$ cat config.mk
export PLATFORM = sky130hd
export DESIGN_NAME = merge_data_configure
export DESIGN_NICKNAME = d
export VERILOG_FILES = /design/src/hdl/engine_pkg.sv /design/src/hdl/merge_cfg_pkg.sv /design/src/hdl/fifo_if.sv /design/src/hdl/merge_config_assembler.sv /design/src/hdl/merge_data_configure.sv /design/src/hdl/setup_filter.sv /design/src/hdl/sync_fifo.sv
export VERILOG_INCLUDE_DIRS = /design/src /design/src/hdl
export SDC_FILE = /design/constraint.sdc
export NUM_CORES = 1
export LEC_CHECK = 0
export ABC_AREA = 0
export BUFFER_PORTS_ARGS = -buffer_cell sky130_fd_sc_hd__buf_2
export CORE_ASPECT_RATIO = 0.75
export CORE_MARGIN = 5
export CORE_UTILIZATION = 67
export DETAILED_ROUTE_END_ITERATION = 10
export GPL_TIMING_DRIVEN = 0
export PLACE_DENSITY_LB_ADDON = 0.08
export REMOVE_ABC_BUFFERS = 1
export SLEW_MARGIN = 10
export SYNTH_ARGS = -nofsm -noshare
export SYNTH_HDL_FRONTEND = slang
export SYNTH_SLANG_ARGS = --single-unit
$ cat constraint.sdc
create_clock -name ap_clk -period 11.35 [get_ports ap_clk]
set_clock_uncertainty 0.2 [all_clocks]
set_input_delay 1.135 -clock ap_clk [delete_from_list [all_inputs] [get_ports ap_clk]]
set_output_delay 1.135 -clock ap_clk [all_outputs]
set_load 0.02 [all_outputs]
$ cat src/hdl/merge_consts.svh
// --------------------------------------
// Merge setup constants
// Widths, window size and FIFO sizing
// shared by the merge setup collector
// --------------------------------------

`ifndef merge_consts_svh
`define merge_consts_svh

// Sequence window of one merge engine
`define merge_seq_width    16

// Address and response field widths
`define merge_offset_width 16
`define merge_shift_width  4
`define merge_data_width   32

// Fields covered by a merge mask
`define merge_num_fields   4

// FIFO sizing
`define merge_fifo_depth   32
`define merge_prog_thresh  16

`endif

$ cat src/hdl/engine_pkg.sv
// --------------------------------------
// Engine response types
// Buffer classes and the memory response
// packet seen by the merge setup path
// --------------------------------------

`include "merge_consts.svh"

package engine_pkg;

    // --------------------------------------
    // Buffer class of a response
    // --------------------------------------
    typedef enum logic [2:0] {
        buf_invalid      = 3'd0,
        buf_cu_setup     = 3'd1,
        buf_engine_setup = 3'd2,
        buf_vertex_data  = 3'd3,
        buf_edge_data    = 3'd4,
        buf_aux_data     = 3'd5
    } buffer_class_t;

    // --------------------------------------
    // Response packet
    // --------------------------------------
    // Only the fields the merge setup path reads are kept
    typedef struct packed {
        buffer_class_t                   buffer;
        logic [`merge_offset_width-1:0]  offset;
        logic [`merge_shift_width-1:0]   shift;
        logic [`merge_data_width-1:0]    data;
    } response_packet_t;

endpackage : engine_pkg

$ cat src/hdl/merge_cfg_pkg.sv
// --------------------------------------
// Merge configuration types
// Parameter word views and the finished
// configuration handed downstream
// --------------------------------------

`include "merge_consts.svh"

package merge_cfg_pkg;

    // Type code split into operation and argument
    typedef struct packed {
        logic [`merge_num_fields/2-1:0]                   op;
        logic [`merge_num_fields-`merge_num_fields/2-1:0] arg;
    } merge_type_view_t;

    // One setup word, read as a field mask or as a type code
    typedef union packed {
        logic [`merge_num_fields-1:0] field_mask;
        merge_type_view_t             type_code;
    } merge_param_u;

    // --------------------------------------
    // Finished configuration
    // --------------------------------------
    typedef struct packed {
        logic [`merge_num_fields-1:0] merge_mask;
        logic [`merge_num_fields-1:0] merge_type;
    } merge_config_t;

endpackage : merge_cfg_pkg

$ cat src/hdl/fifo_if.sv
// --------------------------------------
// FIFO bus
// Write side, read side and the storage
// view taken by the FIFO itself
// --------------------------------------

interface fifo_if #(
    parameter type elem_t = logic
) ();

    // Write side
    logic  wr_en;
    elem_t din;
    logic  full;
    logic  prog_full;

    // Read side
    logic  rd_en;
    elem_t dout;
    logic  valid;
    logic  empty;

    modport producer (
        output wr_en, din,
        input  full, prog_full
    );

    modport consumer (
        output rd_en,
        input  dout, valid, empty
    );

    modport storage (
        input  wr_en, din, rd_en,
        output dout, valid, empty, full, prog_full
    );

endinterface : fifo_if

$ cat src/hdl/merge_config_assembler.sv
// --------------------------------------
// Merge configuration assembler
// Collects a window of setup words and
// writes one finished configuration
// --------------------------------------

`include "merge_consts.svh"

module merge_config_assembler
    import engine_pkg::*;
    import merge_cfg_pkg::*;
#(
    parameter int unsigned seq_base = 0
) (
    input  logic     ap_clk,
    input  logic     areset_csr_index_generator,
    fifo_if.consumer resp_bus,
    fifo_if.producer cfg_bus
);

    localparam int idx_width = $clog2(`merge_seq_width);
    localparam logic [`merge_offset_width-1:0] seq_lo = seq_base[`merge_offset_width-1:0];

    response_packet_t               word;
    logic [`merge_offset_width-1:0] rel_seq;
    logic [idx_width-1:0]           idx;
    merge_param_u                   param_word;

    logic [`merge_seq_width-1:0]    done_bits;
    logic [`merge_seq_width-1:0]    done_next;
    logic                           cfg_done;

    logic [`merge_num_fields-1:0]   merge_mask;
    logic [`merge_num_fields-1:0]   merge_type;
    merge_config_t                  cfg_reg;
    logic                           cfg_wr;

    // --------------------------------------
    // Popped word decode
    // --------------------------------------
    assign word    = resp_bus.dout;
    assign rel_seq = (word.offset >> word.shift) - seq_lo;
    assign idx     = rel_seq[idx_width-1:0];

    // Low bits of data field 0 carry the parameter
    assign param_word.field_mask = word.data[`merge_num_fields-1:0];

    assign cfg_done = &done_bits;

    // Hold off while a config completes or downstream is backing up
    assign resp_bus.rd_en = ~resp_bus.empty & ~cfg_done & ~cfg_bus.prog_full;

    // --------------------------------------
    // Done bits
    // --------------------------------------
    always_comb begin
        done_next = cfg_done ? '0 : done_bits;
        if (resp_bus.valid) begin
            done_next[idx] = 1'b1;
        end
    end

    always_ff @(posedge ap_clk) begin
        if (areset_csr_index_generator) begin
            done_bits <= '0;
            cfg_wr    <= 1'b0;
        end else begin
            done_bits <= done_next;
            cfg_wr    <= cfg_done;
        end
    end

    // Mask and type, a later word wins
    always_ff @(posedge ap_clk) begin
        if (resp_bus.valid && idx == idx_width'(0)) begin
            merge_mask <= param_word.field_mask;
        end
        if (resp_bus.valid && idx == idx_width'(1)) begin
            merge_type <= param_word.type_code;
        end
    end

    // Snapshot taken while the window is complete
    always_ff @(posedge ap_clk) begin
        if (cfg_done) begin
            cfg_reg.merge_mask <= merge_mask;
            cfg_reg.merge_type <= merge_type;
        end
    end

    // --------------------------------------
    // Config FIFO write
    // --------------------------------------
    assign cfg_bus.wr_en = cfg_wr;
    assign cfg_bus.din   = cfg_reg;

    // Filter upstream only lets window members through
    a_popped_in_window : assert property (
        @(posedge ap_clk) disable iff (areset_csr_index_generator)
        resp_bus.valid |-> (rel_seq < `merge_seq_width)
    );

    // prog_full stall must keep the config FIFO from overflowing
    a_cfg_not_full : assert property (
        @(posedge ap_clk) disable iff (areset_csr_index_generator)
        cfg_bus.wr_en |-> !cfg_bus.full
    );

endmodule : merge_config_assembler

$ cat src/hdl/merge_data_configure.sv
// --------------------------------------
// Merge data configure
// Top of the setup collector: filter,
// response FIFO, assembler, config FIFO
// and the registered output stage
// --------------------------------------

`include "merge_consts.svh"

module merge_data_configure
    import engine_pkg::*;
    import merge_cfg_pkg::*;
#(
    parameter int unsigned seq_base = 0
) (
    input  logic                           ap_clk,
    input  logic                           areset_csr_index_generator,
    input  logic                           response_valid,
    input  buffer_class_t                  response_buffer,
    input  logic [`merge_offset_width-1:0] response_offset,
    input  logic [`merge_shift_width-1:0]  response_shift,
    input  logic [`merge_data_width-1:0]   response_data,
    output logic                           response_prog_full,
    input  logic                           config_rd_en,
    output logic                           config_empty,
    output logic                           config_valid,
    output logic [`merge_num_fields-1:0]   config_merge_mask,
    output logic [`merge_num_fields-1:0]   config_merge_type
);

    response_packet_t response_packet;
    logic             config_rd_en_reg;

    fifo_if #(.elem_t(response_packet_t)) resp_fifo_bus ();
    fifo_if #(.elem_t(merge_config_t))    cfg_fifo_bus ();

    // Gather the plain response ports into one packet
    assign response_packet.buffer = response_buffer;
    assign response_packet.offset = response_offset;
    assign response_packet.shift  = response_shift;
    assign response_packet.data   = response_data;

    // --------------------------------------
    // Response path
    // --------------------------------------
    setup_filter #(
        .seq_base(seq_base)
    ) i_setup_filter (
        .ap_clk                    (ap_clk),
        .areset_csr_index_generator(areset_csr_index_generator),
        .in_valid                  (response_valid),
        .in_packet                 (response_packet),
        .resp_bus                  (resp_fifo_bus)
    );

    sync_fifo #(
        .depth      (`merge_fifo_depth),
        .prog_thresh(`merge_prog_thresh)
    ) i_resp_fifo (
        .ap_clk                    (ap_clk),
        .areset_csr_index_generator(areset_csr_index_generator),
        .bus                       (resp_fifo_bus)
    );

    assign response_prog_full = resp_fifo_bus.prog_full;

    merge_config_assembler #(
        .seq_base(seq_base)
    ) i_assembler (
        .ap_clk                    (ap_clk),
        .areset_csr_index_generator(areset_csr_index_generator),
        .resp_bus                  (resp_fifo_bus),
        .cfg_bus                   (cfg_fifo_bus)
    );

    // --------------------------------------
    // Config path
    // --------------------------------------
    sync_fifo #(
        .depth      (`merge_fifo_depth),
        .prog_thresh(`merge_prog_thresh)
    ) i_cfg_fifo (
        .ap_clk                    (ap_clk),
        .areset_csr_index_generator(areset_csr_index_generator),
        .bus                       (cfg_fifo_bus)
    );

    // Consumer strobe registered once, then gated by empty
    always_ff @(posedge ap_clk) begin
        if (areset_csr_index_generator) begin
            config_rd_en_reg <= 1'b0;
            config_valid     <= 1'b0;
        end else begin
            config_rd_en_reg <= config_rd_en;
            config_valid     <= cfg_fifo_bus.valid;
        end
    end

    assign cfg_fifo_bus.rd_en = config_rd_en_reg & ~cfg_fifo_bus.empty;
    assign config_empty       = cfg_fifo_bus.empty;

    // Output payload register
    always_ff @(posedge ap_clk) begin
        config_merge_mask <= cfg_fifo_bus.dout.merge_mask;
        config_merge_type <= cfg_fifo_bus.dout.merge_type;
    end

endmodule : merge_data_configure

$ cat src/hdl/setup_filter.sv
// --------------------------------------
// Setup filter
// Registers memory responses and pushes
// in-window setup words to the FIFO
// --------------------------------------

`include "merge_consts.svh"

module setup_filter
    import engine_pkg::*;
#(
    parameter int unsigned seq_base = 0
) (
    input  logic             ap_clk,
    input  logic             areset_csr_index_generator,
    input  logic             in_valid,
    input  response_packet_t in_packet,
    fifo_if.producer         resp_bus
);

    logic                           valid_reg;
    response_packet_t               packet_reg;
    logic [`merge_offset_width-1:0] seq;
    logic                           is_setup;
    logic                           in_window;

    // --------------------------------------
    // Input register
    // --------------------------------------
    always_ff @(posedge ap_clk) begin
        if (areset_csr_index_generator) begin
            valid_reg <= 1'b0;
        end else begin
            valid_reg <= in_valid;
        end
    end

    always_ff @(posedge ap_clk) begin
        packet_reg <= in_packet;
    end

    // Sequence number of the registered word
    assign seq = packet_reg.offset >> packet_reg.shift;

    assign is_setup = (packet_reg.buffer == buf_cu_setup) ||
                      (packet_reg.buffer == buf_engine_setup);

    // Window is seq_base up to seq_base plus sixteen, exclusive
    assign in_window = (seq >= seq_base) && (seq < seq_base + `merge_seq_width);

    // --------------------------------------
    // Push into the response FIFO
    // --------------------------------------
    assign resp_bus.wr_en = valid_reg & is_setup & in_window;
    assign resp_bus.din   = packet_reg;

endmodule : setup_filter

$ cat src/hdl/sync_fifo.sv
// --------------------------------------
// Synchronous FIFO
// Circular buffer with registered read
// data, one-cycle valid and prog_full
// --------------------------------------

`include "merge_consts.svh"

module sync_fifo #(
    parameter int depth       = `merge_fifo_depth,
    parameter int prog_thresh = `merge_prog_thresh
) (
    input logic   ap_clk,
    input logic   areset_csr_index_generator,
    fifo_if.storage bus
);

    localparam int width     = $bits(bus.din);
    localparam int ptr_width = $clog2(depth);
    localparam int cnt_width = $clog2(depth + 1);

    logic [width-1:0]     mem [depth];
    logic [ptr_width-1:0] wr_ptr;
    logic [ptr_width-1:0] rd_ptr;
    logic [cnt_width-1:0] count;
    logic                 do_wr;
    logic                 do_rd;

    assign do_wr = bus.wr_en & ~bus.full;
    assign do_rd = bus.rd_en & ~bus.empty;

    // Status straight from the fill count
    assign bus.full      = (count == cnt_width'(depth));
    assign bus.empty     = (count == '0);
    assign bus.prog_full = (count >= cnt_width'(prog_thresh));

    // --------------------------------------
    // Pointers and fill level
    // --------------------------------------
    always_ff @(posedge ap_clk) begin
        if (areset_csr_index_generator) begin
            wr_ptr    <= '0;
            rd_ptr    <= '0;
            count     <= '0;
            bus.valid <= 1'b0;
        end else begin
            bus.valid <= do_rd;
            if (do_wr) begin
                wr_ptr <= (wr_ptr == ptr_width'(depth - 1)) ? '0 : wr_ptr + 1'b1;
            end
            if (do_rd) begin
                rd_ptr <= (rd_ptr == ptr_width'(depth - 1)) ? '0 : rd_ptr + 1'b1;
            end
            case ({do_wr, do_rd})
                2'b10:   count <= count + 1'b1;
                2'b01:   count <= count - 1'b1;
                default: count <= count;
            endcase
        end
    end

    // Storage and read data
    always_ff @(posedge ap_clk) begin
        if (do_wr) begin
            mem[wr_ptr] <= bus.din;
        end
        if (do_rd) begin
            bus.dout <= mem[rd_ptr];
        end
    end

    // Producer and consumer must respect the flags
    a_no_write_when_full : assert property (
        @(posedge ap_clk) disable iff (areset_csr_index_generator)
        bus.wr_en |-> !bus.full
    );

    a_no_read_when_empty : assert property (
        @(posedge ap_clk) disable iff (areset_csr_index_generator)
        bus.rd_en |-> !bus.empty
    );

endmodule : sync_fifo

-- Word level (Yosys, flattened, before mapping)
Memory sizes are Yosys's and may differ from the RTL's. A register that Yosys moved wholly into a read port is not among the register bits.
Cells that the tools add are included.
- flip-flop bits (word level): 133
- bits in writable memories: 2016
- input port bits: 59
- output and inout bits: 11
- word-level logic and storage cells: 93
- memories kept: 2
- add/subtract/negate cells: 8
- magnitude comparators: 5
- equal/unequal tests: 13
- shifts and indexed selects: 2
- mux-type cells: 14
- bitwise operators: 16
- reductions and logical operators: 10
- memories (memory ; depth ; width ; read ports ; clocked after Yosys merged registers in ; write ports ; RTL line ; text):
    i_resp_fifo.mem ; 32 ; 55 ; 1 ; 1 ; 1 ; sync_fifo.sv:22 ; logic [width-1:0] mem [depth];
    i_cfg_fifo.mem ; 32 ; 8 ; 1 ; 1 ; 1 ; sync_fifo.sv:22 ;
- operator list (cell ; number):
    2-to-1 mux 16 bit ; 2
    case mux 6 bit (2 select lines) ; 2
    adder 5 x 1 -> 5 bit, second input constant ; 4
    equality test 5 bit, second input constant ; 4
    2-to-1 mux 5 bit ; 4
    < comparator 16 x 5 -> 1 bit, second input constant ; 1
    OR 16 bit ; 1
    AND reduction 16 bit ; 1
    right shift 16 x 4 -> 16 bit ; 1
    right shift 16 x 4 -> 4 bit ; 1
    adder 6 x 1 -> 6 bit, second input constant ; 2
    equality test 6 bit, second input constant ; 2
    greater-or-equal comparator 6 x 5 -> 1 bit, second input constant ; 2
    zero test 6 bit ; 2
    subtractor 6 x 1 -> 6 bit, second input constant ; 2
    AND 1 bit ; 9
    NOT 1 bit ; 6
    < comparator 4 x 5 -> 1 bit, second input constant ; 1
    2-to-1 mux 1 bit ; 5
    demux 1 bit (select 4 bit) ; 1
    equality test 2 x 1 -> 1 bit, second input constant ; 2
    equality test 2 bit, second input constant ; 2
    equality test 4 x 1 -> 1 bit, second input constant ; 1
    greater-or-equal comparator 4 x 1 -> 1 bit, second input constant ; 1
    other kinds (6) ; 9

-- Longest topological paths before layout
- depth after elaboration: 7
- mapped depth: 16

-- Hierarchy
From an unflattened synthesis, not the netlist that was laid out.
- cells, all modules: 3930
- area total of the unflattened synthesis: 83526.4 um^2
- modules (own cells, without submodules) (module ; instances ; cells an instance ; area each (um^2)):
    sync_fifo (i_resp_fifo) ; 1 ; 3091 ; 69090.0
    sync_fifo (i_cfg_fifo) ; 1 ; 600 ; 11260.8
    merge_config_assembler ; 1 ; 146 ; 1676.6
    setup_filter ; 1 ; 80 ; 1272.5
    merge_data_configure ; 1 ; 13 ; 226.5

-- Least setup slack after synthesis
Ideal clock, no wire load.
- kind: flip-flop to flip-flop
- from: register i_setup_filter.packet_reg, in the netlist i_setup_filter.resp_bus.din[32]
- to: register i_resp_fifo.count[5]
- arrival: 3.693 ns
- required time: 11.022 ns
- slack: 7.330 ns
- stages on the path, launching flop included: 16
- buffers on the path: 1
- clock period less this slack: 4.020 ns
- cells stage by stage: dfxtp_1 -> mux2_2 -> o21ai_0 -> and3_1 -> a32oi_1 -> nor2_1 -> clkbuf_1 -> inv_1 -> ha_1 -> ha_1 -> a21o_1 -> a21o_1 -> a21o_1 -> a311oi_1 -> xor2_1 -> nor2_1
- word-level cells in the longest chain between the ends: 6
- elaborated cells between the ends (all ways): 8
- ends and longest elaborated chain (what ; RTL line ; text):
    start, declared ; setup_filter.sv:22 ; response_packet_t packet_reg;
    start signal, assigned ; setup_filter.sv:39 ; packet_reg <= in_packet;
    right shift 16 x 4 -> 16 bit (*) ; setup_filter.sv:43 ; assign seq = packet_reg.offset >> packet_reg.shift;
    < comparator 16 x 5 -> 1 bit (no source line) (*) ; -- ;
    AND 1 bit (*) ; setup_filter.sv:54 ; assign resp_bus.wr_en = valid_reg & is_setup & in_window;
    AND 1 bit (*) ; sync_fifo.sv:29 ; assign do_wr = bus.wr_en & ~bus.full;
    equality test 2 x 1 -> 1 bit / equality test 2 bit (equally long branches) ; sync_fifo.sv:54 ; case ({do_wr, do_rd})
    case mux 6 bit (2 select lines) / nonzero test 2 bit (equally long branches) ; -- ;
    end signal, assigned ; sync_fifo.sv:55 ; 2'b10: count <= count + 1'b1;
    end signal, assigned ; sync_fifo.sv:56 ; 2'b01: count <= count - 1'b1;
    end signal, assigned ; sync_fifo.sv:57 ; default: count <= count;
    end, declared ; sync_fifo.sv:25 ; logic [cnt_width-1:0] count;
Mark *: on every way between the ends. The rest lies on a longest branch, timed or not.
A chain may end at the register's enable or synchronous reset.

-- Worst setup path in the final report
- from: register i_assembler.done_bits[14]
- to: register i_resp_fifo.count[5]
- word-level cells in the longest chain between the ends: 7
- elaborated cells between the ends (all ways): 9
- ends and longest elaborated chain (what ; RTL line ; text):
    start, declared ; merge_config_assembler.sv:29 ; logic [`merge_seq_width-1:0] done_bits;
    start signal, assigned ; merge_config_assembler.sv:68 ; done_bits <= done_next;
    AND reduction 16 bit (*) ; merge_config_assembler.sv:48 ; assign cfg_done = &done_bits;
    NOT 1 bit (*) ; merge_config_assembler.sv:51 ; assign resp_bus.rd_en = ~resp_bus.empty & ~cfg_done & ~cfg_bus.prog_full;
    AND 1 bit (*) (2 in series) ; merge_config_assembler.sv:51 ;
    AND 1 bit (*) ; sync_fifo.sv:30 ; assign do_rd = bus.rd_en & ~bus.empty;
    named net i_resp_fifo.do_rd ; sync_fifo.sv:27 ; logic do_rd;
    equality test 2 x 1 -> 1 bit / equality test 2 bit (equally long branches) ; sync_fifo.sv:54 ;
    case mux 6 bit (2 select lines) / nonzero test 2 bit (equally long branches) ; -- ;
Mark *: on every way through the listed nets, which the timed path passes. The rest lies on a longest branch.

==> impl_metrics.ini <==
[status]
outcome = finished clean

[grt]
grt_pass1_wl_um = 144000
grt_pass1_vias = 21500
grt_antenna_before_repair = 2
gr-total-overflow = 0
track_usage = 0.279
grt_max_degree = 57

[die]
initial_core_util = 0.673
die_y_um = 234
pin_count = 70
num_rows = 82
core_area_mm2 = 0.0664
die-width_um = 308
die_area_mm2 = 0.0720

[placement]
port-buffer-count = 41
placed_area_mm2 = 0.0466
dp_hpwl_um = 57400
globalplace.congestion = 0.810

[clock_network]
clock_latency_ns = 0.66
cts_tree = built
cts-root-buf = clkbuf_16
post_cts_buffers = 0
htreeDepth = 3
clk_pin_slew_worst_paths_ns = 0.06
cts-resized-gates = 0
max-clock-path-buffers = 3
hold_buffers = 0
cts_buffers = 103
cts.sinks = 1161

[pwr]
p_total_uw = 10200
p_leak_uw = 0.0156
pwr_density_cell_mw_per_mm2 = 203
ir_drop_mv = 0.168

[sta]
grt_setup_unrepaired = no
hold_viol_final = 0
max_slew_margin = 0.166
worst_slew_pin_slew_ns = 1.25
post-route-period-util = 0.460
finalSetupViolCount = 0
holdWs_ns = 0.140
layout_min_cycle_time_ns = 5.22
fmax_mhz = 192
slew_viol_final = 0

[synthesis]
syn-cell-area_mm2 = 0.0447
async_flop_share = 0
synth_flop_cell = edfxtp_1
synth_top_area_frac = 0.721
synth_seq_cells = 1161
yosys.area.top_type = edfxtp_1
syn-instance-count = 2031
synthTopCellsByArea = edfxtp_1 72%, mux4_2 16%, dfxtp_1 4.0%
synth_cell_types = 58
avgSynthCellArea_um2 = 22.0
ys_seq_area_frac = 0.761
ys_warn_count = 0
synth-edff-count = 1072

[routing]
drtPass1Iterations = 5
post-route-drc-count = 0
vias = 21300
antenna_left = 0
wl_um = 97700
via_per_inst = 6.89
wl_per_cell_um = 31.6
drtIter0Drc = 2977

[setup_path]
path_cells = nand4_1, or4_1, o211ai_1, inv_1, ha_1, ha_1, a21o_1, a21o_1, a2111oi_0, a311oi_1, xor2_1, nor2_1
cp-start-kind = flip-flop
slowest_delay_ns = 0.96
critPathKind = reg2reg
cp_max_fo = 27
slowest_stage = or4_1
cp_data_arrival_time_ns = 5.53
cp.required_ns = 11.66
cp-end-kind = flip-flop

[finish]
area_growth_pct = 12.0
largest_register = i_resp_fifo.mem
diodes = 0
finalInstanceArea_mm2 = 0.0500
fin_nets = 2204
fillers = 3481
largest_register_ffs = 768
layout-drive-gt1-share = 0.297

[run]
maxCapViolCount = 0

[worst_hold_path]
min_path_type = reg2reg
-- logic make-up after synthesis --
| kind of cell | share of synthesized area |
|---|---|
| buffers and inverters | 0.0115 |
| DFF | 0.761 |
| and+or+nand+nor | 0.0267 |
| xor gates and xnor gates | 0.00216 |
| AOI/OAI and AO/OA | 0.0149 |
| muxes | 0.176 |
| adders and majority gates | 0.00762 |
-- synthesized netlist by cell type, drive strengths merged, types with 2 or more instances --
cell,count
a2111oi,2
a211oi,2
a21o,8
a21oi,45
a311oi,2
a31oi,5
a32oi,5
and3,39
and3b,2
buf,37
clkbuf,68
dfxtp,89
edfxtp,1072
fa,2
ha,24
inv,24
mux2,36
mux2i,10
mux4,327
nand2,35
nand2b,11
nand3,9
nand3b,12
nand4,4
nor2,71
nor2b,6
nor3,7
nor3b,6
nor4,2
nor4b,2
o211a,2
o21ai,20
o21bai,4
o31ai,5
or3b,5
or4,7
or4b,2
xnor2,6
xor2,5
-- report_power, final --
group	total, uW	leakage, uW	internal [uW]	switching, uW
clock	3470	0.00164	1950	1520
sequential	4970	0.0104	4780	190
combinational	1720	0.00359	939	786
-- layout by cell type, fill, tap and decap left out, drive strengths merged, types with 7 or more instances in the layout --
master,netlist,final
dfxtp,89,89
and3,39,39
or4,7,7
mux4,327,327
clkbuf,68,129
nor3,7,7
nor2,71,71
nand3,9,9
edfxtp,1072,1072
clkinv,1,46
mux2,36,36
inv,24,27
ha,24,24
buf,37,88
a21oi,45,45
nand3b,12,12
mux2i,10,10
a21o,8,8
bufinv,0,9
o21ai,20,20
clkinvlp,0,9
nand2,35,35
nand2b,11,11
-- critical path: cells and delay by family (launching register included) --
kind            cells  cell delay (ns)
compound gates      5             1.58
xor+xnor            1             0.15
fa+ha+maj           2             0.91
buf+inv             1             0.77
flops               1             0.34
simple gates        3             1.11
-- cell type report --
cell class	instances	area, um2	share of cell area
flip-flops and latches	1161	34000	0.680
multi-input cells	740	10200	0.204
clock buffers	129	2790	0.0557
repair buffers	88	1230	0.0246
well taps	882	1100	0.0221
clock inverters	66	588	0.0118
inverters	25	93.8	0.00188
-- metal layers --
layer	track usage	wire [um]	part of all wire	vias up
met5	0	0	0	-
met4	0.0661	2300	0.024	0
met3	0.0566	10500	0.11	185
met2	0.420	45800	0.47	1241
met1	0.439	39100	0.40	11200
li1	-	-	-	8689
-- worst paths after layout --
check	from	to	slack (ns)	cells after the start
max	i_assembler.done_bits[14]	i_resp_fifo.count[5]	6.13	12
min	i_cfg_fifo.bus.dout[7]	config_merge_mask[3]	0.14	0
max reg2reg	i_assembler.done_bits[14]	i_resp_fifo.count[5]	6.13	12
min reg2reg	i_cfg_fifo.bus.dout[7]	config_merge_mask[3]	0.14	0
-- through the flow --
step	utilization	std cells	worst slack (ns)	setup TNS [ns]
3_3_place_gp	0.686	2849	-2.09	-55.60
6_report	0.754	3091	6.13	0
2_1_floorplan	-	1926	1.56	0
3_5_place_dp	0.702	2895	5.30	0
4_1_cts	0.753	3090	5.23	0
5_1_grt	0.754	3091	5.90	0
Power figures use the tool's default switching activity.
